===== src/source/mb_enc_pkg.sv =====
// Shared types, constants and helpers for the macroblock encoder core
// Sample and level widths, edge defaults, controller states

package mb_enc_pkg;

    typedef logic [7:0]        pix_t;
    typedef logic signed [8:0] level_t;
    typedef logic [3:0]        col_t;
    typedef logic [7:0]        row_t;
    typedef logic [2:0]        qshift_t;
    typedef logic [35:0]       word_t;

    localparam int   MAX_MB_COLS  = 16;
    localparam int   Y_SAMPLES    = 16;
    localparam int   UV_SAMPLES   = 4;
    localparam int   WORDS_PER_MB = 7;
    localparam pix_t TOP_DEFAULT  = 8'd127;
    localparam pix_t LEFT_DEFAULT = 8'd129;

    typedef enum logic [2:0] {
        IDLE,
        INIT,
        FETCH,
        WAIT_PACK,
        ADVANCE,
        DONE
    } ctrl_state_t;

    // Sign-magnitude shift quantizer
    function automatic level_t quant_level(pix_t s, pix_t dc, qshift_t q);
        logic signed [9:0] res;
        logic [7:0]        mag;
        level_t            lv;
        res = $signed({2'b00, s}) - $signed({2'b00, dc});
        mag = res[9] ? 8'(-res) : 8'(res);
        lv  = {1'b0, mag >> q};
        return res[9] ? -lv : lv;
    endfunction

    // Dequantize and clamp to 0..255
    function automatic pix_t recon_pix(pix_t dc, level_t lv, qshift_t q);
        logic [7:0]        step;
        logic signed [9:0] sum;
        step = 8'((lv[8] ? -lv : lv) << q);
        if (lv[8]) begin
            sum = $signed({2'b00, dc}) - $signed({2'b00, step});
        end else begin
            sum = $signed({2'b00, dc}) + $signed({2'b00, step});
        end
        if (sum < 0) begin
            return 8'd0;
        end
        return (sum > 255) ? 8'd255 : sum[7:0];
    endfunction

endpackage


===== src/source/mb_context_store.sv =====
// Macroblock context store
// Line buffer of reconstructed bottom rows per column and the left
// column registers; applies frame edge defaults on its outputs

`timescale 1ns/10ps

module mb_context_store (
    input  logic                                          clk,
    input  logic                                          rst_n,
    input  mb_enc_pkg::col_t                              mb_col,
    input  mb_enc_pkg::row_t                              mb_row,
    input  logic                                          ctx_update,
    input  mb_enc_pkg::pix_t [mb_enc_pkg::Y_SAMPLES-1:0]  y_recon,
    input  mb_enc_pkg::pix_t [2*mb_enc_pkg::UV_SAMPLES-1:0] uv_recon,
    output mb_enc_pkg::pix_t [3:0]                        top_y,
    output mb_enc_pkg::pix_t [3:0]                        left_y,
    output mb_enc_pkg::pix_t [3:0]                        top_uv,
    output mb_enc_pkg::pix_t [3:0]                        left_uv
);
    import mb_enc_pkg::*;

    // U in entries 0..1, V in entries 2..3
    pix_t [3:0] top_y_mem  [MAX_MB_COLS];
    pix_t [3:0] top_uv_mem [MAX_MB_COLS];
    pix_t [3:0] left_y_q;
    pix_t [3:0] left_uv_q;

    //------------------------------------------------------------------------
    // Bottom rows into the line buffer
    //------------------------------------------------------------------------
    always_ff @(posedge clk) begin
        if (ctx_update) begin
            top_y_mem[mb_col]  <= y_recon[15:12];
            top_uv_mem[mb_col] <= {uv_recon[7:6], uv_recon[3:2]};
        end
    end

    // Right columns become the next block's left
    always_ff @(posedge clk or negedge rst_n) begin
        if (!rst_n) begin
            left_y_q  <= {4{LEFT_DEFAULT}};
            left_uv_q <= {4{LEFT_DEFAULT}};
        end else if (ctx_update) begin
            left_y_q  <= {y_recon[15], y_recon[11], y_recon[7], y_recon[3]};
            left_uv_q <= {uv_recon[7], uv_recon[5], uv_recon[3], uv_recon[1]};
        end
    end

    //------------------------------------------------------------------------
    // Edge defaults
    //------------------------------------------------------------------------
    assign top_y   = (mb_row == '0) ? {4{TOP_DEFAULT}} : top_y_mem[mb_col];
    assign top_uv  = (mb_row == '0) ? {4{TOP_DEFAULT}} : top_uv_mem[mb_col];
    assign left_y  = (mb_col == '0) ? {4{LEFT_DEFAULT}} : left_y_q;
    assign left_uv = (mb_col == '0) ? {4{LEFT_DEFAULT}} : left_uv_q;

endmodule


===== src/source/luma_dc_quant.sv =====
// Luma DC prediction and shift quantization for one 4x4 block
// Stage one captures samples and forms dc, stage two gives levels and recon

`timescale 1ns/10ps

module luma_dc_quant (
    input  logic                                           clk,
    input  logic                                           rst_n,
    input  logic                                           mb_start,
    input  mb_enc_pkg::pix_t [mb_enc_pkg::Y_SAMPLES-1:0]   y_in,
    input  mb_enc_pkg::pix_t [3:0]                         top_y,
    input  mb_enc_pkg::pix_t [3:0]                         left_y,
    input  mb_enc_pkg::qshift_t                            q_shift_y,
    output logic                                           y_valid,
    output mb_enc_pkg::pix_t                               dc_y,
    output mb_enc_pkg::level_t [mb_enc_pkg::Y_SAMPLES-1:0] y_levels,
    output mb_enc_pkg::pix_t [mb_enc_pkg::Y_SAMPLES-1:0]   y_recon
);
    import mb_enc_pkg::*;

    pix_t [Y_SAMPLES-1:0]   samp_q;
    qshift_t                qsh_q;
    logic                   stage1_vld;
    logic [10:0]            dc_sum;
    level_t [Y_SAMPLES-1:0] lvl_c;
    pix_t [Y_SAMPLES-1:0]   rec_c;

    // Rounded mean of four top and four left samples
    always_comb begin
        dc_sum = 11'd4;
        for (int i = 0; i < 4; i++) begin
            dc_sum = dc_sum + top_y[i] + left_y[i];
        end
    end

    //------------------------------------------------------------------------
    // Stage one
    //------------------------------------------------------------------------
    always_ff @(posedge clk) begin
        if (mb_start) begin
            samp_q <= y_in;
            qsh_q  <= q_shift_y;
            dc_y   <= dc_sum[10:3];
        end
    end

    always_comb begin
        for (int i = 0; i < Y_SAMPLES; i++) begin
            lvl_c[i] = quant_level(samp_q[i], dc_y, qsh_q);
            rec_c[i] = recon_pix(dc_y, lvl_c[i], qsh_q);
        end
    end

    //------------------------------------------------------------------------
    // Stage two
    //------------------------------------------------------------------------
    always_ff @(posedge clk) begin
        if (stage1_vld) begin
            y_levels <= lvl_c;
            y_recon  <= rec_c;
        end
    end

    always_ff @(posedge clk or negedge rst_n) begin
        if (!rst_n) begin
            stage1_vld <= 1'b0;
            y_valid    <= 1'b0;
        end else begin
            stage1_vld <= mb_start;
            y_valid    <= stage1_vld;
        end
    end

endmodule


===== src/source/chroma_dc_quant.sv =====
// Chroma DC prediction and shift quantization for the U and V 2x2 planes
// Same two stages as the luma path, both planes side by side

`timescale 1ns/10ps

module chroma_dc_quant (
    input  logic                                              clk,
    input  logic                                              rst_n,
    input  logic                                              mb_start,
    input  mb_enc_pkg::pix_t [2*mb_enc_pkg::UV_SAMPLES-1:0]   uv_in,
    input  mb_enc_pkg::pix_t [3:0]                            top_uv,
    input  mb_enc_pkg::pix_t [3:0]                            left_uv,
    input  mb_enc_pkg::qshift_t                               q_shift_uv,
    output logic                                              uv_valid,
    output mb_enc_pkg::pix_t                                  dc_u,
    output mb_enc_pkg::pix_t                                  dc_v,
    output mb_enc_pkg::level_t [2*mb_enc_pkg::UV_SAMPLES-1:0] uv_levels,
    output mb_enc_pkg::pix_t [2*mb_enc_pkg::UV_SAMPLES-1:0]   uv_recon
);
    import mb_enc_pkg::*;

    pix_t [2*UV_SAMPLES-1:0]   samp_q;
    qshift_t                   qsh_q;
    logic                      stage1_vld;
    logic [9:0]                sum_u;
    logic [9:0]                sum_v;
    level_t [2*UV_SAMPLES-1:0] lvl_c;
    pix_t [2*UV_SAMPLES-1:0]   rec_c;

    // Context entries 0..1 are U, 2..3 are V
    assign sum_u = 10'd2 + top_uv[0] + top_uv[1] + left_uv[0] + left_uv[1];
    assign sum_v = 10'd2 + top_uv[2] + top_uv[3] + left_uv[2] + left_uv[3];

    //------------------------------------------------------------------------
    // Stage one
    //------------------------------------------------------------------------
    always_ff @(posedge clk) begin
        if (mb_start) begin
            samp_q <= uv_in;
            qsh_q  <= q_shift_uv;
            dc_u   <= sum_u[9:2];
            dc_v   <= sum_v[9:2];
        end
    end

    always_comb begin
        for (int i = 0; i < 2 * UV_SAMPLES; i++) begin
            pix_t dc_sel;
            dc_sel   = (i < UV_SAMPLES) ? dc_u : dc_v;
            lvl_c[i] = quant_level(samp_q[i], dc_sel, qsh_q);
            rec_c[i] = recon_pix(dc_sel, lvl_c[i], qsh_q);
        end
    end

    //------------------------------------------------------------------------
    // Stage two
    //------------------------------------------------------------------------
    always_ff @(posedge clk) begin
        if (stage1_vld) begin
            uv_levels <= lvl_c;
            uv_recon  <= rec_c;
        end
    end

    always_ff @(posedge clk or negedge rst_n) begin
        if (!rst_n) begin
            stage1_vld <= 1'b0;
            uv_valid   <= 1'b0;
        end else begin
            stage1_vld <= mb_start;
            uv_valid   <= stage1_vld;
        end
    end

endmodule


===== src/source/mb_level_packer.sv =====
// Level packer
// Latches the header and levels of one macroblock and writes them to the
// output FIFO as seven words, holding while the FIFO is full

`timescale 1ns/10ps

module mb_level_packer (
    input  logic                                              clk,
    input  logic                                              rst_n,
    input  logic                                              y_valid,
    input  logic                                              uv_valid,
    input  mb_enc_pkg::col_t                                  mb_col,
    input  mb_enc_pkg::row_t                                  mb_row,
    input  mb_enc_pkg::pix_t                                  dc_y,
    input  mb_enc_pkg::pix_t                                  dc_u,
    input  mb_enc_pkg::pix_t                                  dc_v,
    input  mb_enc_pkg::level_t [mb_enc_pkg::Y_SAMPLES-1:0]    y_levels,
    input  mb_enc_pkg::level_t [2*mb_enc_pkg::UV_SAMPLES-1:0] uv_levels,
    input  logic                                              fifo_full,
    output logic                                              fifo_wr,
    output mb_enc_pkg::word_t                                 data_out,
    output logic                                              pack_done
);
    import mb_enc_pkg::*;

    word_t                     hdr_q;
    level_t [Y_SAMPLES-1:0]    y_lv_q;
    level_t [2*UV_SAMPLES-1:0] uv_lv_q;
    logic                      busy;
    logic [2:0]                word_cnt;

    always_ff @(posedge clk) begin
        if (y_valid) begin
            hdr_q   <= {mb_row, mb_col, dc_y, dc_u, dc_v};
            y_lv_q  <= y_levels;
            uv_lv_q <= uv_levels;
        end
    end

    // Counter only moves on an actual write
    always_ff @(posedge clk or negedge rst_n) begin
        if (!rst_n) begin
            busy     <= 1'b0;
            word_cnt <= '0;
        end else if (y_valid) begin
            busy     <= 1'b1;
            word_cnt <= '0;
        end else if (fifo_wr) begin
            if (word_cnt == 3'(WORDS_PER_MB - 1)) begin
                busy     <= 1'b0;
                word_cnt <= '0;
            end else begin
                word_cnt <= word_cnt + 3'd1;
            end
        end
    end

    assign fifo_wr   = busy && !fifo_full;
    assign pack_done = fifo_wr && (word_cnt == 3'(WORDS_PER_MB - 1));

    //------------------------------------------------------------------------
    // Word select
    //------------------------------------------------------------------------
    always_comb begin
        case (word_cnt)
            3'd1:    data_out = y_lv_q[3:0];
            3'd2:    data_out = y_lv_q[7:4];
            3'd3:    data_out = y_lv_q[11:8];
            3'd4:    data_out = y_lv_q[15:12];
            3'd5:    data_out = uv_lv_q[UV_SAMPLES-1:0];
            3'd6:    data_out = uv_lv_q[2*UV_SAMPLES-1:UV_SAMPLES];
            default: data_out = hdr_q;
        endcase
    end

    // Both quantize paths are started by the same strobe
    a_valid_align: assert property (
        @(posedge clk) disable iff (!rst_n) y_valid == uv_valid
    );

    a_no_wr_full: assert property (
        @(posedge clk) disable iff (!rst_n) fifo_full |-> !fifo_wr
    );

endmodule


===== src/source/mb_encode_ctrl.sv =====
// Frame scan controller
// Walks the macroblocks in raster order, pulls each one from the source
// FIFO, waits for its words to be packed and steps the context

`timescale 1ns/10ps

module mb_encode_ctrl (
    input  logic             clk,
    input  logic             rst_n,
    input  logic             start,
    input  mb_enc_pkg::col_t mb_cols_m1,
    input  mb_enc_pkg::row_t mb_rows_m1,
    input  logic             src_empty,
    input  logic             pack_done,
    output logic             mb_start,
    output logic             ctx_update,
    output mb_enc_pkg::col_t mb_col,
    output mb_enc_pkg::row_t mb_row,
    output logic             done
);
    import mb_enc_pkg::*;

    ctrl_state_t state;
    ctrl_state_t state_nxt;
    logic        last_col;
    logic        last_mb;

    assign last_col = (mb_col == mb_cols_m1);
    assign last_mb  = last_col && (mb_row == mb_rows_m1);

    //------------------------------------------------------------------------
    // State machine
    //------------------------------------------------------------------------
    always_ff @(posedge clk or negedge rst_n) begin
        if (!rst_n) begin
            state <= IDLE;
        end else begin
            state <= state_nxt;
        end
    end

    always_comb begin
        state_nxt = state;
        case (state)
            IDLE: begin
                if (start) begin
                    state_nxt = INIT;
                end
            end
            INIT: begin
                state_nxt = FETCH;
            end
            FETCH: begin
                if (!src_empty) begin
                    state_nxt = WAIT_PACK;
                end
            end
            WAIT_PACK: begin
                if (pack_done) begin
                    state_nxt = ADVANCE;
                end
            end
            ADVANCE: begin
                state_nxt = last_mb ? DONE : FETCH;
            end
            DONE: begin
                state_nxt = IDLE;
            end
            default: begin
                state_nxt = IDLE;
            end
        endcase
    end

    // Raster position
    always_ff @(posedge clk or negedge rst_n) begin
        if (!rst_n) begin
            mb_col <= '0;
            mb_row <= '0;
        end else if (state == INIT) begin
            mb_col <= '0;
            mb_row <= '0;
        end else if (state == ADVANCE && !last_mb) begin
            mb_col <= last_col ? '0 : mb_col + 4'd1;
            mb_row <= last_col ? mb_row + 8'd1 : mb_row;
        end
    end

    // Source read is the start strobe for both quantize paths
    assign mb_start   = (state == FETCH) && !src_empty;
    assign ctx_update = (state == ADVANCE);
    assign done       = (state == DONE);

    a_no_rd_empty: assert property (
        @(posedge clk) disable iff (!rst_n) mb_start |-> !src_empty
    );

endmodule


===== src/source/mb_encode_top.sv =====
// Intra macroblock encoder core, top level
// Controller, context store, luma and chroma quantize paths and packer

`timescale 1ns/10ps

module mb_encode_top (
    input  logic                  clk,
    input  logic                  rst_n,
    input  logic                  start,
    input  mb_enc_pkg::col_t      mb_cols_m1,
    input  mb_enc_pkg::row_t      mb_rows_m1,
    input  mb_enc_pkg::qshift_t   q_shift_y,
    input  mb_enc_pkg::qshift_t   q_shift_uv,
    input  logic [127:0]          y_in,
    input  logic [63:0]           uv_in,
    input  logic                  src_empty,
    input  logic                  fifo_full,
    output logic                  src_rd,
    output logic                  fifo_wr,
    output mb_enc_pkg::word_t     data_out,
    output logic                  done
);
    import mb_enc_pkg::*;

    logic                      mb_start;
    logic                      ctx_update;
    logic                      pack_done;
    logic                      y_valid;
    logic                      uv_valid;
    col_t                      mb_col;
    row_t                      mb_row;
    pix_t [3:0]                top_y;
    pix_t [3:0]                left_y;
    pix_t [3:0]                top_uv;
    pix_t [3:0]                left_uv;
    pix_t                      dc_y;
    pix_t                      dc_u;
    pix_t                      dc_v;
    level_t [Y_SAMPLES-1:0]    y_levels;
    level_t [2*UV_SAMPLES-1:0] uv_levels;
    pix_t [Y_SAMPLES-1:0]      y_recon;
    pix_t [2*UV_SAMPLES-1:0]   uv_recon;

    assign src_rd = mb_start;

    mb_encode_ctrl ctrl_i (
        .clk        (clk),
        .rst_n      (rst_n),
        .start      (start),
        .mb_cols_m1 (mb_cols_m1),
        .mb_rows_m1 (mb_rows_m1),
        .src_empty  (src_empty),
        .pack_done  (pack_done),
        .mb_start   (mb_start),
        .ctx_update (ctx_update),
        .mb_col     (mb_col),
        .mb_row     (mb_row),
        .done       (done)
    );

    mb_context_store ctx_i (
        .clk        (clk),
        .rst_n      (rst_n),
        .mb_col     (mb_col),
        .mb_row     (mb_row),
        .ctx_update (ctx_update),
        .y_recon    (y_recon),
        .uv_recon   (uv_recon),
        .top_y      (top_y),
        .left_y     (left_y),
        .top_uv     (top_uv),
        .left_uv    (left_uv)
    );

    luma_dc_quant luma_i (
        .clk       (clk),
        .rst_n     (rst_n),
        .mb_start  (mb_start),
        .y_in      (y_in),
        .top_y     (top_y),
        .left_y    (left_y),
        .q_shift_y (q_shift_y),
        .y_valid   (y_valid),
        .dc_y      (dc_y),
        .y_levels  (y_levels),
        .y_recon   (y_recon)
    );

    chroma_dc_quant chroma_i (
        .clk        (clk),
        .rst_n      (rst_n),
        .mb_start   (mb_start),
        .uv_in      (uv_in),
        .top_uv     (top_uv),
        .left_uv    (left_uv),
        .q_shift_uv (q_shift_uv),
        .uv_valid   (uv_valid),
        .dc_u       (dc_u),
        .dc_v       (dc_v),
        .uv_levels  (uv_levels),
        .uv_recon   (uv_recon)
    );

    mb_level_packer packer_i (
        .clk       (clk),
        .rst_n     (rst_n),
        .y_valid   (y_valid),
        .uv_valid  (uv_valid),
        .mb_col    (mb_col),
        .mb_row    (mb_row),
        .dc_y      (dc_y),
        .dc_u      (dc_u),
        .dc_v      (dc_v),
        .y_levels  (y_levels),
        .uv_levels (uv_levels),
        .fifo_full (fifo_full),
        .fifo_wr   (fifo_wr),
        .data_out  (data_out),
        .pack_done (pack_done)
    );

endmodule


===== config.mk =====
export PLATFORM = sky130hd
export DESIGN_NAME = mb_encode_top
export DESIGN_NICKNAME = d
export VERILOG_FILES = /design/src/source/mb_enc_pkg.sv /design/src/source/mb_context_store.sv /design/src/source/luma_dc_quant.sv /design/src/source/chroma_dc_quant.sv /design/src/source/mb_level_packer.sv /design/src/source/mb_encode_ctrl.sv /design/src/source/mb_encode_top.sv
export SDC_FILE = /design/constraint.sdc
export NUM_CORES = 2
export LEC_CHECK = 0
export ABC_CLOCK_PERIOD_IN_PS = 34800
export BUFFER_PORTS_ARGS = -buffer_cell sky130_fd_sc_hd__buf_4
export CAP_MARGIN = 20
export CORE_MARGIN = 2
export CORE_UTILIZATION = 30
export CTS_CLUSTER_SIZE = 30
export DETAILED_ROUTE_END_ITERATION = 6
export GPL_TIMING_DRIVEN = 0
export MAX_ROUTING_LAYER = met4
export PLACE_DENSITY = 0.45
export SYNTH_ARGS = -nofsm -noshare
export SYNTH_HDL_FRONTEND = slang
export SYNTH_SLANG_ARGS = --single-unit

===== constraint.sdc =====
create_clock -name clk -period 34.8 [get_ports clk]
set_input_delay 3.48 -clock clk [delete_from_list [all_inputs] [get_ports clk]]
set_output_delay 3.48 -clock clk [all_outputs]
set_load 0.01 [all_outputs]

==> impl_metrics.csv <==
group,metric,value,unit
outcome,outcome,"complete, no violations",
cells_and_area,drive_gt1_frac,0.144,
setup_path,critPathKind,"reg2reg",
timing,relSlewSlack,0.131,
cts,clock_sinks,1903,
power_and_ir_drop,power.switching,4.57,mW
timing,finClkSkew,0.103,ns
synthesis,synth-seq-cells,1903,
synthesis,syn_inst,9261,
synthesis,synth_edf_count,1818,
route,firstDrtPassIters,6,
cells_and_area,instances_no_fill,15070,
cells_and_area,syn_to_final_growth,16.7,%
cts,cts_tree,"yes",
placement,dp.final_hpwl,332,mm
job,maxCapViolations,0,
synthesis,syn-num-nets,10111,
cells_and_area,fin_nets,10781,
cts,cts_hold_buf,0,
cts,cts_root_buf,"clkbuf_16",
global_route,grt_pass1_wl,604,mm
cts,postCtsSetupRepairBufs,0,
power_and_ir_drop,p_comb_frac,0.481,
route,drt_iter0_drc,8113,
cts,path_clk_slew,0.06,ns
setup_path,cp_max_fo,10,
min_path,hp-class,"reg2reg",
global_route,grt_antenna_before_repair,30,
synthesis,synth_top_cell_by_area,"edfxtp_1",
synthesis,synthFlopType,"edfxtp_1",
global_route,grt_pass1_vias,80520,
synthesis,synth.area.top_cells,"edfxtp_1 (49%), mux4_2 (6.7%), ha_1 (5.7%)",
setup_path,crit_arrival,11.87,ns
synthesis,ys_types,132,
floorplan,die_area,0.375,mm²
placement,place.gp.congestion,0.944,
setup_path,cp_data_required_time,35.35,ns
floorplan,coreArea,0.369,mm²
route,routed_wl,428,mm
synthesis,synth_warnings,0,
synthesis,synth_top_cell_area_share,0.492,
power_and_ir_drop,irDropWorstVdd,0.0432,mV
synthesis,ys_async_sr_fraction,0.0447,
placement,io_buffers,253,
timing,setup_viol,0,
cells_and_area,regArea,0.0567,mm²
timing,rsz0062_at_grt,"false",
global_route,grt_usage,0.230,
setup_path,startpoint_type,"register",
power_and_ir_drop,p_per_area,81.2,mW/mm²
cts,clk_latency,0.95,ns
setup_path,setup.worst_path.end_class,"register",
cells_and_area,multi_input_comb_area,0.0510,mm²
setup_path,worst_r2r_path_depth,26,
synthesis,avgSynthCellArea,12.0,µm²
timing,tightest_slew,1.30,ns
cts,cts_inserted_buffers,212,
cts,htreeDepth,4,
synthesis,ys_seq_area_frac,0.511,
power_and_ir_drop,clkPwrFrac,0.219,
cells_and_area,fill_cells,36119,
route,antenna_left,0,
power_and_ir_drop,leakage,45.5,nW
route,vias,82078,
timing,max_freq,88.3,MHz
cts,clock_path_buffers,4,
floorplan,die_y,612,µm
timing,finalMaxSlewViolations,0,
power_and_ir_drop,pwr-share-seq,0.300,
timing,period_needed,11.33,ns
floorplan,ioPinCount,254,
cts,cts_resized,0,
placement,place_inst,14659,
floorplan,start_util,0.301,
timing,final_hold_viol_count,0,
route,drc,0,
timing,hold_ws,0.383,ns
power_and_ir_drop,switching_share,0.434,
min_path,whs_path_depth,2,
route,wl_per_cell,28.4,µm
synthesis,synth_area,0.111,mm²
global_route,grt_max_degree,70,
floorplan,rows,223,
floorplan,die_w,612,µm
global_route,grt_remaining_overflow,0,
power_and_ir_drop,p_int,5.95,mW
route,viasPerCell,5.45,
timing,period_share,0.325,
final timing paths:
path / start / endpoint / slack [ns]
max in group asynchronous: rst_n / ctx_i.left_uv_q[24] / 31.46
min in group asynchronous: rst_n / ctx_i.left_y_q[27] / 2.49
worst min-delay path: luma_i.y_recon[60] / ctx_i.left_y_q[12] / 0.38
worst max-delay path: luma_i.qsh_q[2] / luma_i.y_recon[56] / 23.47
worst max register to register: luma_i.qsh_q[2] / luma_i.y_recon[56] / 23.47
worst min register to register: luma_i.y_recon[60] / ctx_i.left_y_q[12] / 0.38
worst max-delay path, cell delays in order, from the launching register on:
cell,delay [ns]
edfxtp_1,0.39
clkbuf_1,0.38
clkbuf_1,0.60
clkbuf_1,0.65
buf_1,0.58
clkbuf_1,0.61
clkbuf_1,0.68
clkbuf_1,0.77
clkbuf_1,0.85
clkbuf_1,0.66
a21o_1,0.20
ha_1,0.21
o21ai_0,0.15
o41ai_4,0.68
o21ai_0,0.29
mux2i_1,0.40
nand2_1,0.27
fa_1,0.52
a21o_1,0.21
a21oi_1,0.23
o21bai_1,0.09
a21oi_1,0.30
nor2_1,0.07
nor2_1,0.10
nor2_1,0.04
nor3_1,0.75
o22ai_1,0.22
placed cells by master, fill, tap and decap left out, drive strengths merged, types with 109 or more instances in the layout:
cell type / n
xor2: 146
buf: 601
a21o: 151
nand2: 647
mux4: 328
nor2: 806
xnor2: 326
inv: 460
mux2i: 109
clkbuf: 554
nor3: 263
o21ai: 344
nand3: 156
o211ai: 116
fa: 128
ha: 507
a31oi: 123
a22oi: 141
edfxtp: 1818
a211oi: 127
a21oi: 501
synthesized netlist by cell type (all sizes together), types with 47 or more instances:
cell type and n:
nand2b 83, mux2i 109, a31oi 123, fa 128
a211oi 127, ha 507, a21o 151, nand3 156
or3 67, nor2b 57, nor3 263, dfrtp 69
buf 145, nor2 806, and2 76, a22oi 141
o21bai 62, xor2 146, and3 76, nand2 647
o22ai 49, a41oi 52, o211ai 116, a211o 47
o21a 63, o21ai 344, inv 449, edfxtp 1818
clkbuf 295, a21oi 501, or2 85, mux4 328
xnor2 326, o31ai 89, nor3b 56
stage by stage:
stage,total power [mW],area (µm²),setup WS [ns],TNS [ns],utilization
after floorplan,6.32,111000,4.53,0,-
after global placement,8.21,119000,-11.68,-1578.44,0.323
after detailed placement,8.19,122000,23.48,0,0.332
after CTS,10.5,129000,23.42,0,0.351
after global routing,11.1,130000,22.75,0,0.351
final,10.5,130000,23.47,0,0.351
cell families after synthesis:
family | after synthesis | synth area share
AND/OR/NAND/NOR | 2518 | 0.108
multiplexers | 475 | 0.0803
adder cells (fa/ha/maj) | 635 | 0.0802
AO/OA/AOI/OAI | 2366 | 0.152
flip-flops | 1903 | 0.511
XOR/XNOR | 473 | 0.0380
buffers and inverters | 891 | 0.0309
layout make-up:
class | count | area share
clock buffer | 259 | 0.0433
tap | 4950 | 0.0478
antenna | 18 | 0.000348
buffer | 440 | 0.0135
sequential | 1903 | 0.438
multi-input combinational | 6467 | 0.394
timing repair buffer | 456 | 0.0397
inverter | 451 | 0.0131
clock inverter | 126 | 0.0108
metal layers:
layer | share of wire | track usage | wire, µm
met5 | 0 | - | 0
met3 | 0.048 | 0.0265 | 20500
met2 | 0.47 | 0.369 | 203000
met1 | 0.44 | 0.302 | 189000
met4 | 0.037 | 0.0745 | 15700
power groups by stage:
stage	sequential (mW)	clock [mW]	combinational [mW]
after floorplan	3.20	0	3.13
after global placement	3.38	0	4.83
after detailed placement	3.21	0	4.98
after CTS	3.16	2.35	5.01
after global routing	3.19	2.43	5.47
final	3.16	2.30	5.06
state kept, by name, summed over array words and instances (netlist names), 32 cells and up:
register and cells:
ctx_i.top_y_mem 512, ctx_i.top_uv_mem 512, luma_i.samp_q 128, packer_i.uv_lv_q 72, ctx_i.left_y_q 32, chroma_i.uv_levels 72
chroma_i.samp_q 64, packer_i.hdr_q 36, luma_i.y_recon 56, ctx_i.left_uv_q 32, packer_i.y_lv_q 144, chroma_i.uv_recon 48
luma_i.y_levels 144
No activity file was read; power rests on OpenSTA's default activity.
